<file path="config.mk">
export PLATFORM = sky130hd
export DESIGN_NAME = mem_xfer_top
export DESIGN_NICKNAME = d
export VERILOG_FILES = /design/src/design/mem_xfer_pkg.sv /design/src/design/xfer_ctrl_fsm.sv /design/src/design/beat_counter.sv /design/src/design/block_buffer.sv /design/src/design/apb_requester.sv /design/src/design/mem_xfer_top.sv
export VERILOG_INCLUDE_DIRS = /design/src /design/src/design
export SDC_FILE = /design/constraint.sdc
export NUM_CORES = 1
export LEC_CHECK = 0
export BUFFER_PORTS_ARGS = -buffer_cell sky130_fd_sc_hd__buf_2
export CAP_MARGIN = 20
export CORE_AREA = 2 2 456 458
export DETAILED_ROUTE_END_ITERATION = 10
export DIE_AREA = 0 0 458 460
export GPL_TIMING_DRIVEN = 0
export PLACE_DENSITY = 0.31
export SLEW_MARGIN = 20
export SYNTH_ARGS = -nofsm -noshare
export SYNTH_HDL_FRONTEND = slang
export SYNTH_SLANG_ARGS = --single-unit
</file>
<file path="constraint.sdc">
create_clock -name clk -period 15.7 [get_ports clk]
set_input_delay 2.355 -clock clk [delete_from_list [all_inputs] [get_ports clk]]
set_output_delay 2.355 -clock clk [all_outputs]
set_load 0.03 [all_outputs]
</file>
<file path="src/design/mem_xfer_defines.svh">
// Memory transfer engine widths
`ifndef MEM_XFER_DEFINES_SVH
`define MEM_XFER_DEFINES_SVH

//----------------------------------------
// Bus and line widths.
//----------------------------------------

// APB address width.
`define MX_ADDR_BITS   32

// APB data width, one word per beat.
`define MX_WORD_BITS   32

// Cache line width.
`define MX_BLOCK_BITS  512

// Uncached byte width and strobe width.
`define MX_BYTE_BITS   8
`define MX_STRB_BITS   4

//----------------------------------------
// Beat sequencing.
//----------------------------------------

// Words per line and width of the beat index.
`define MX_BEATS       16
`define MX_BEAT_BITS   4

// Address bits below the line boundary (64 bytes).
`define MX_OFFSET_BITS 6

`endif

</file>
<file path="src/design/mem_xfer_pkg.sv">
// Memory transfer engine types
package mem_xfer_pkg;

    //----------------------------------------
    // Requested operations.
    //----------------------------------------

    // Bit 1 marks an uncached byte access, bit 0 a write.
    typedef enum logic [1:0] {
        OP_BLOCK_READ  = 2'b00,
        OP_BLOCK_WRITE = 2'b01,
        OP_BYTE_READ   = 2'b10,
        OP_BYTE_WRITE  = 2'b11
    } xfer_op_e;

    //----------------------------------------
    // Controller states.
    //----------------------------------------

    // IDLE waits for a request.
    // SETUP is the APB setup phase of a beat.
    // ACCESS holds until pready.
    // FINISH signals completion.
    typedef enum logic [1:0] {
        IDLE   = 2'b00,
        SETUP  = 2'b01,
        ACCESS = 2'b10,
        FINISH = 2'b11
    } xfer_state_e;

endpackage

</file>
<file path="src/design/xfer_ctrl_fsm.sv">
// Transfer control state machine
`timescale 1ns/1ps

module xfer_ctrl_fsm
    import mem_xfer_pkg::*;
(
    input  logic        clk,
    input  logic        i_arst_n,
    input  logic        i_req_valid,
    input  xfer_op_e    i_req_op,
    input  logic        i_beat_done,
    input  logic        i_last,
    input  logic        i_pslverr,
    output logic        o_req_ready,
    output xfer_state_e o_state,
    output logic        o_beat_start,
    output logic        o_cnt_clear,
    output logic        o_cnt_inc,
    output logic        o_done,
    output logic        o_is_write,
    output logic        o_is_block,
    output logic        o_err
);

    xfer_state_e state_q;
    xfer_state_e state_d;
    xfer_op_e    op_q;
    xfer_op_e    cur_op;
    logic        accept;
    logic        beat_last;
    logic        err_q;
    logic        done_q;

    assign o_req_ready = (state_q == IDLE);
    assign accept      = i_req_valid & o_req_ready;

    // The incoming op steers the first beat while still in IDLE.
    assign cur_op     = (state_q == IDLE) ? i_req_op : op_q;
    assign o_is_block = (cur_op == OP_BLOCK_READ) || (cur_op == OP_BLOCK_WRITE);
    assign o_is_write = (cur_op == OP_BLOCK_WRITE) || (cur_op == OP_BYTE_WRITE);

    // Byte accesses are a single beat.
    assign beat_last = ~o_is_block | i_last;

    //----------------------------------------
    // Beat steering.
    //----------------------------------------
    assign o_cnt_clear  = accept;
    assign o_cnt_inc    = i_beat_done & ~beat_last;
    assign o_beat_start = accept | (i_beat_done & ~beat_last);

    always_comb begin
        state_d = state_q;
        case (state_q)
            IDLE:    if (accept) state_d = SETUP;
            SETUP:   state_d = ACCESS;
            ACCESS: begin
                if (i_beat_done) begin
                    state_d = beat_last ? FINISH : SETUP;
                end
            end
            FINISH:  state_d = IDLE;
            default: state_d = IDLE;
        endcase
    end

    always_ff @(posedge clk or negedge i_arst_n) begin
        if (!i_arst_n) begin
            state_q <= IDLE;
            op_q    <= OP_BLOCK_READ;
            err_q   <= 1'b0;
            done_q  <= 1'b0;
        end else begin
            state_q <= state_d;
            done_q  <= i_beat_done & beat_last;
            if (accept) begin
                op_q  <= i_req_op;
                err_q <= 1'b0;
            end else if (i_beat_done && i_pslverr) begin
                err_q <= 1'b1;   // sticky over the whole line
            end
        end
    end

    assign o_state = state_q;
    assign o_done  = done_q;
    assign o_err   = err_q;

    // Completion pulse only in the FINISH cycle.
    a_done_in_finish: assert property (
        @(posedge clk) disable iff (!i_arst_n)
        o_done |-> (state_q == FINISH)
    );

endmodule

</file>
<file path="src/design/beat_counter.sv">
// Line beat counter
`timescale 1ns/1ps
`include "mem_xfer_defines.svh"

module beat_counter (
    input  logic                     clk,
    input  logic                     i_arst_n,
    input  logic                     i_clear,
    input  logic                     i_inc,
    output logic [`MX_BEAT_BITS-1:0] o_count,
    output logic                     o_last
);

    logic [`MX_BEAT_BITS-1:0] count_q;

    //----------------------------------------
    // Word index within the line.
    //----------------------------------------
    always_ff @(posedge clk or negedge i_arst_n) begin
        if (!i_arst_n) begin
            count_q <= '0;
        end else if (i_clear) begin
            count_q <= '0;
        end else if (i_inc) begin
            count_q <= count_q + 1'b1;
        end
    end

    assign o_count = count_q;

    // Final word of the line.
    assign o_last = (count_q == `MX_BEAT_BITS'(`MX_BEATS - 1));

    // Controller must stop at the last beat, never wrap.
    a_no_wrap: assert property (
        @(posedge clk) disable iff (!i_arst_n)
        i_inc |-> !o_last
    );

endmodule

</file>
<file path="src/design/block_buffer.sv">
// Cache line and byte lane buffer
`timescale 1ns/1ps
`include "mem_xfer_defines.svh"

module block_buffer (
    input  logic                      clk,
    input  logic                      i_arst_n,
    input  logic                      i_load,
    input  logic [`MX_BLOCK_BITS-1:0] i_wblock,
    input  logic [`MX_BYTE_BITS-1:0]  i_wbyte,
    input  logic [1:0]                i_addr_lane,
    input  logic                      i_is_block,
    input  logic                      i_capture,
    input  logic [`MX_WORD_BITS-1:0]  i_prdata,
    output logic [`MX_WORD_BITS-1:0]  o_wword,
    output logic [`MX_BLOCK_BITS-1:0] o_rblock,
    output logic [`MX_BYTE_BITS-1:0]  o_rbyte
);

    logic [`MX_BLOCK_BITS-1:0] line_q;
    logic [1:0]                lane_q;
    logic [`MX_BYTE_BITS-1:0]  rbyte_q;
    logic [`MX_BYTE_BITS-1:0]  lane_byte;

    //----------------------------------------
    // Line shift register.
    //----------------------------------------

    // Write words leave at the bottom, read words enter at the top.
    always_ff @(posedge clk) begin
        if (i_load && i_is_block) begin
            line_q <= i_wblock;
        end else if (i_capture && i_is_block) begin
            line_q <= {i_prdata, line_q[`MX_BLOCK_BITS-1:`MX_WORD_BITS]};
        end
    end

    // Word for the next beat, looked up one shift ahead.
    always_comb begin
        if (i_load) begin
            if (i_is_block) begin
                o_wword = i_wblock[`MX_WORD_BITS-1:0];
            end else begin
                o_wword = {(`MX_WORD_BITS / `MX_BYTE_BITS){i_wbyte}};
            end
        end else begin
            o_wword = line_q[2*`MX_WORD_BITS-1:`MX_WORD_BITS];
        end
    end

    //----------------------------------------
    // Uncached byte lane.
    //----------------------------------------
    assign lane_byte = i_prdata[{lane_q, 3'b000} +: `MX_BYTE_BITS];

    always_ff @(posedge clk or negedge i_arst_n) begin
        if (!i_arst_n) begin
            lane_q  <= 2'b00;
            rbyte_q <= '0;
        end else begin
            if (i_load) begin
                lane_q <= i_addr_lane;
            end
            if (i_capture && !i_is_block) begin
                rbyte_q <= lane_byte;
            end
        end
    end

    assign o_rblock = line_q;
    assign o_rbyte  = rbyte_q;

endmodule

</file>
<file path="src/design/apb_requester.sv">
// APB master phase driver
`timescale 1ns/1ps
`include "mem_xfer_defines.svh"

module apb_requester
    import mem_xfer_pkg::*;
(
    input  logic                     clk,
    input  logic                     i_arst_n,
    input  xfer_state_e              i_state,
    input  logic                     i_beat_start,
    input  logic [`MX_ADDR_BITS-1:0] i_base_addr,
    input  logic [`MX_BEAT_BITS-1:0] i_count,
    input  logic                     i_is_block,
    input  logic                     i_is_write,
    input  logic [`MX_WORD_BITS-1:0] i_wword,
    input  logic                     i_pready,
    input  logic [`MX_WORD_BITS-1:0] i_prdata,
    output logic                     o_psel,
    output logic                     o_penable,
    output logic                     o_pwrite,
    output logic [`MX_ADDR_BITS-1:0] o_paddr,
    output logic [`MX_WORD_BITS-1:0] o_pwdata,
    output logic [`MX_STRB_BITS-1:0] o_pstrb,
    output logic                     o_beat_done,
    output logic [`MX_WORD_BITS-1:0] o_rdata
);

    logic                     first_beat;
    logic [`MX_ADDR_BITS-1:0] start_base;
    logic [`MX_ADDR_BITS-1:0] base_q;
    logic [`MX_BEAT_BITS-1:0] next_idx;
    logic [`MX_ADDR_BITS-1:0] beat_addr;
    logic [`MX_STRB_BITS-1:0] strb_d;

    //----------------------------------------
    // Beat address and strobe.
    //----------------------------------------
    assign first_beat = (i_state == IDLE);

    // Lines are 64-byte aligned.
    assign start_base = i_is_block ?
        {i_base_addr[`MX_ADDR_BITS-1:`MX_OFFSET_BITS], {`MX_OFFSET_BITS{1'b0}}} :
        i_base_addr;

    // Later beats start while the counter still holds the previous index.
    assign next_idx  = first_beat ? '0 : i_count + 1'b1;
    assign beat_addr = (first_beat ? start_base : base_q) +
        {{(`MX_ADDR_BITS-`MX_BEAT_BITS-2){1'b0}}, next_idx, 2'b00};

    always_comb begin
        if (!i_is_write) begin
            strb_d = '0;
        end else if (i_is_block) begin
            strb_d = '1;
        end else begin
            strb_d = {{(`MX_STRB_BITS-1){1'b0}}, 1'b1} << i_base_addr[1:0];
        end
    end

    always_ff @(posedge clk) begin
        if (i_beat_start) begin
            o_paddr  <= beat_addr;
            o_pwdata <= i_wword;
            if (first_beat) begin
                base_q <= start_base;
            end
        end
    end

    //----------------------------------------
    // Phase control.
    //----------------------------------------
    always_ff @(posedge clk or negedge i_arst_n) begin
        if (!i_arst_n) begin
            o_psel    <= 1'b0;
            o_penable <= 1'b0;
            o_pwrite  <= 1'b0;
            o_pstrb   <= '0;
        end else begin
            if (i_beat_start && first_beat) begin
                o_pwrite <= i_is_write;
                o_pstrb  <= strb_d;
            end
            if (i_beat_start) begin
                o_psel    <= 1'b1;
                o_penable <= 1'b0;
            end else if (o_psel && !o_penable) begin
                o_penable <= 1'b1;
            end else if (o_penable && i_pready) begin
                o_psel    <= 1'b0;
                o_penable <= 1'b0;
            end
        end
    end

    assign o_beat_done = (i_state == ACCESS) & i_pready;
    assign o_rdata     = i_prdata & {`MX_WORD_BITS{o_beat_done}};

    a_penable_psel: assert property (
        @(posedge clk) disable iff (!i_arst_n)
        o_penable |-> o_psel
    );

    a_addr_stable: assert property (
        @(posedge clk) disable iff (!i_arst_n)
        (o_psel && !i_pready) |=> $stable(o_paddr)
    );

    // Bus phases track the controller state.
    a_psel_state: assert property (
        @(posedge clk) disable iff (!i_arst_n)
        o_psel == ((i_state == SETUP) || (i_state == ACCESS))
    );

endmodule

</file>
<file path="src/design/mem_xfer_top.sv">
// Cache line transfer engine
`timescale 1ns/1ps
`include "mem_xfer_defines.svh"

module mem_xfer_top
    import mem_xfer_pkg::*;
(
    input  logic                      clk,
    input  logic                      i_arst_n,
    input  logic                      i_req_valid,
    input  xfer_op_e                  i_req_op,
    input  logic [`MX_ADDR_BITS-1:0]  i_req_addr,
    input  logic [`MX_BLOCK_BITS-1:0] i_req_wblock,
    input  logic [`MX_BYTE_BITS-1:0]  i_req_wbyte,
    input  logic                      i_pready,
    input  logic [`MX_WORD_BITS-1:0]  i_prdata,
    input  logic                      i_pslverr,
    output logic                      o_req_ready,
    output logic                      o_done,
    output logic                      o_err,
    output logic [`MX_BLOCK_BITS-1:0] o_rblock,
    output logic [`MX_BYTE_BITS-1:0]  o_rbyte,
    output logic                      o_psel,
    output logic                      o_penable,
    output logic                      o_pwrite,
    output logic [`MX_ADDR_BITS-1:0]  o_paddr,
    output logic [`MX_WORD_BITS-1:0]  o_pwdata,
    output logic [`MX_STRB_BITS-1:0]  o_pstrb
);

    //----------------------------------------
    // Internal nets.
    //----------------------------------------
    xfer_state_e              s_state;
    logic                     s_beat_start;
    logic                     s_cnt_clear;
    logic                     s_cnt_inc;
    logic                     s_is_write;
    logic                     s_is_block;
    logic                     s_beat_done;
    logic                     s_last;
    logic [`MX_BEAT_BITS-1:0] s_count;
    logic [`MX_WORD_BITS-1:0] s_wword;
    logic [`MX_WORD_BITS-1:0] s_rdata;

    xfer_ctrl_fsm CTRL (
        .clk          ( clk          ),
        .i_arst_n     ( i_arst_n     ),
        .i_req_valid  ( i_req_valid  ),
        .i_req_op     ( i_req_op     ),
        .i_beat_done  ( s_beat_done  ),
        .i_last       ( s_last       ),
        .i_pslverr    ( i_pslverr    ),
        .o_req_ready  ( o_req_ready  ),
        .o_state      ( s_state      ),
        .o_beat_start ( s_beat_start ),
        .o_cnt_clear  ( s_cnt_clear  ),
        .o_cnt_inc    ( s_cnt_inc    ),
        .o_done       ( o_done       ),
        .o_is_write   ( s_is_write   ),
        .o_is_block   ( s_is_block   ),
        .o_err        ( o_err        )
    );

    beat_counter CNT (
        .clk      ( clk         ),
        .i_arst_n ( i_arst_n    ),
        .i_clear  ( s_cnt_clear ),
        .i_inc    ( s_cnt_inc   ),
        .o_count  ( s_count     ),
        .o_last   ( s_last      )
    );

    // Loads on the accept cycle, signalled by the counter clear.
    block_buffer BUF (
        .clk         ( clk              ),
        .i_arst_n    ( i_arst_n         ),
        .i_load      ( s_cnt_clear      ),
        .i_wblock    ( i_req_wblock     ),
        .i_wbyte     ( i_req_wbyte      ),
        .i_addr_lane ( i_req_addr[1:0]  ),
        .i_is_block  ( s_is_block       ),
        .i_capture   ( s_beat_done      ),
        .i_prdata    ( s_rdata          ),
        .o_wword     ( s_wword          ),
        .o_rblock    ( o_rblock         ),
        .o_rbyte     ( o_rbyte          )
    );

    apb_requester APB (
        .clk          ( clk          ),
        .i_arst_n     ( i_arst_n     ),
        .i_state      ( s_state      ),
        .i_beat_start ( s_beat_start ),
        .i_base_addr  ( i_req_addr   ),
        .i_count      ( s_count      ),
        .i_is_block   ( s_is_block   ),
        .i_is_write   ( s_is_write   ),
        .i_wword      ( s_wword      ),
        .i_pready     ( i_pready     ),
        .i_prdata     ( i_prdata     ),
        .o_psel       ( o_psel       ),
        .o_penable    ( o_penable    ),
        .o_pwrite     ( o_pwrite     ),
        .o_paddr      ( o_paddr      ),
        .o_pwdata     ( o_pwdata     ),
        .o_pstrb      ( o_pstrb      ),
        .o_beat_done  ( s_beat_done  ),
        .o_rdata      ( s_rdata      )
    );

endmodule

</file>
==> flow_summary.yaml <==
power:
  peakVddDrop_v: 0.00008926
  powerDensity_nw_per_um2: 194.9
  power.total_mw: 7.791
  cellLeakagePower_nw: 15.34
global_route:
  first_global_vias: 21790
  overflow: 0
  grt_pass1_wl_um: 226700
  antenna_found_initial: 108
  grt_util_all_layers_pct: 16.43
  grt_max_degree: 50
flow_run:
  maxCapViolCount: 0
timing:
  fin_worst_skew_ns: 0.03292
  rsz0062_at_grt: "no"
  hold_viol_final: 0
  fin_crit_sh_pct: 40.87
  fmax_mhz: 155.9
  slew_viol_final: 0
  worstMarginPinSlew_ns: 1.053
  setup_tns_ns: 0
  relSlewSlack_pct: 29.77
  hold_slack_ns: 0.4788
  period_needed_ns: 6.416
  setup_viol: 0
floorplanning:
  die_area_um2: 210700
  rows: 167
  die_height_um: 460
  initial_core_util_pct: 13.27
  core_area_um2: 206000
  die_x_um: 458
  io_pins: 1185
synth:
  synth_nets: 2206
  synth_edf_count: 606
  synth.distinct_cells: 52
  synth.area.top_cells: "edfxtp_1 (67%), mux2_2 (20%), dfrtp_1 (2.4%), nand2_1 (1.1%), nor2_1 (1.1%)"
  synthCells: 1609
  yosysSeqAreaShare_pct: 68.93
  synth_top_area_share_pct: 66.55
  synth_top_area_cell: "edfxtp_1"
  synth_area_um2: 27340
  synthArstFlopShare_pct: 4.114
  synth_flop_cell: "edfxtp_1"
  synth_area_per_cell_um2: 17.00
  ys_ff_latch: 632
  yosys_warnings: 0
route:
  vias_per_cell: 3.651
  drcViolationCount: 0
  wl_um: 179700
  dr.pass1.iters: 5
  ant_nets: 0
  vias: 20820
  dr.first_iter.drc_count: 1232
  routedWlPerCell_um: 31.50
cts:
  cts-resized-gates: 0
  cts-root-buf: "clkbuf_16"
  cts_buffer_depth: 3
  cts_setup_buffers: 0
  postCtsHoldBufs: 0
  clk_pin_slew_worst_paths_ns: 0.06
  clkLatencyLatePin_ns: 0.72
  cts_buffers: 87
  cts_sinks: 632
  cts_tree: "done"
  htree_levels: 3
placed_design:
  hpwlAfterDp_um: 151700
  place_area_um2: 37120
  numPlacedInstances: 5515
  globalplace.congestion: 0.8435
  portBuffers: 1184
min_path:
  hold_depth: 2
  hp-class: "reg -> reg"
  hp-start: "APB.o_pstrb[0]$_DFFE_PN0P_"
  whs_endpoint: "APB.o_pstrb[0]$_DFFE_PN0P_"
critical_path:
  slowest_delay_ns: 0.59
  reg2regPathDepth: 12
  path_delay_family: "buffers and inverters"
  worst_ep_required_time_ns: 16.07
  cp_cell_sequence: "buf_2 > clkinv_1 > and3_1 > buf_2 > clkbuf_2 > buf_16 > buf_2 > or2_4 > buf_12 > buf_12 > buf_12 > buf_16 > buf_16"
  cp_slowest_cell: "buf_2"
  cp_num_buf_inv: 11
  worst_setup_path_end_kind: "flop"
  crit_cells: 13
  cp_max_fo: 48
  r2r_end: "APB.o_paddr[19]$_DFFE_PN_"
  r2r_slack_ns: 10.65
  crit_arrival_ns: 6.79
  r2r_start: "CTRL.o_state[1]$_DFFE_PN0P_"
  cp-start-kind: "input pin"
  critical_path_class: "in -> reg"
final_layout:
  final_common_cell: "buf_2"
  layout.nets: 3497
  postLayoutCellArea_um2: 39980
  instances_no_fill: 5703
  syn_to_final_growth_pct: 46.19
  layout_common_cells: "buf_2 (1233), edfxtp_1 (606), mux2_2 (495)"
  layout-drive-gt1-share_pct: 63.56
status:
  status: "finished, final reports clean"
-- cell usage after synthesis, types with 8 or more instances --
cell type	instances
mux4_2	8
inv_1	9
edfxtp_1	606
nor3_1	8
a22o_1	32
nand3_1	9
clkbuf_1	29
o211ai_1	10
a221oi_1	32
dfrtp_1	26
buf_2	49
mux2_2	495
o21ai_0	16
nand2_1	83
xor2_1	17
nor2_1	82
a21oi_1	10
buf_1	9
xnor2_1	11
-- logic make-up (layout without fill, tap and decap cells) --
kind of cell / after synthesis / count (layout) / share of synthesized area (%)
flip-flops: 632 / 632 / 68.93
AO/OA/AOI/OAI: 115 / 115 / 3.230
AND/OR/NAND/NOR: 218 / 218 / 3.711
adder cells (fa/ha/maj): 6 / 6 / 0.3020
other: 0 / 27 / 0
buffers and inverters: 101 / 1464 / 1.670
XOR/XNOR: 28 / 28 / 0.8968
multiplexers: 509 / 509 / 21.26
-- registers in the layout (all words and copies together) (netlist names) --
name,count
APB.o_paddr,32
CTRL.o_err,1
BUF.o_rblock,512
BUF.o_rbyte,8
CTRL.o_done,1
BUF.lane_q,2
CTRL.op_q,1
CTRL.o_state,2
APB.o_pstrb,4
APB.o_penable,1
APB.o_pwrite,1
APB.o_psel,1
APB.o_pwdata,32
APB.base_q,30
CNT.o_count,4
-- power breakdown --
group / switching [mW] / internal [mW]
clock network: 0.836 / 1.18
logic: 2.04 / 0.870
registers: 0.332 / 2.53
total: 3.21 / 4.59
-- how the worst max path moves through the flow --
stage,startpoint,end,slack [ns]
floorplan,i_req_op[1],BUF.o_rblock[0]$_DFFE_PP_,5.59
global placement,i_req_op[1],BUF.o_rblock[143]$_DFFE_PP_,-1.92
detailed placement,i_req_op[1],BUF.o_rblock[402]$_DFFE_PP_,8.40
CTS,i_req_op[1],BUF.o_rblock[402]$_DFFE_PP_,9.21
global route,i_req_op[1],BUF.o_rblock[402]$_DFFE_PP_,9.09
finish,i_req_op[1],BUF.o_rblock[402]$_DFFE_PP_,9.28
-- layout make-up --
cell class	instances	area [um^2]
Multi-Input combinational cell	876	8061
Sequential cell	632	18850
Fill cell	22640	166000
Clock buffer	130	2432
Tap cell	2704	3383
Buffer	91	422.9
Timing Repair Buffer	1202	6371
Antenna cell	27	67.56
Inverter	10	37.54
Clock inverter	31	351.6
-- metrics by stage --
step           utilization, %  worst slack [ns]
6_report                19.40             9.284
5_1_grt                 19.39             9.094
4_1_cts                 19.37             9.210
3_5_place_dp            18.02             8.401
3_3_place_gp            17.79            -1.918
2_1_floorplan               -             5.591
-- worst reg2reg max path, stage by stage (launching register included) --
cell and delay (ns):
dfrtp_1 0.35, or2_2 0.12, clkbuf_1 0.63, buf_1 0.65, clkbuf_1 0.62, nand2_1 0.14, nand2_1 0.11, ha_1 0.22
a21oi_1 0.12, o21ai_0 0.66, nand4_2 0.49, a211oi_1 0.40, xor2_1 0.34
-- per-layer routing --
layer / vias up / track usage, % / share of wire (%) / wire length, um
met5: - / 0 / 0.21 / 376
met4: 62 / 5.215 / 3.3 / 5977
met3: 313 / 6.615 / 9.2 / 16460
met2: 1102 / 29.64 / 51 / 92300
met1: 10380 / 17.31 / 36 / 64550
li1: 8967 / - / - / -
(Power assumes the default switching activity.)
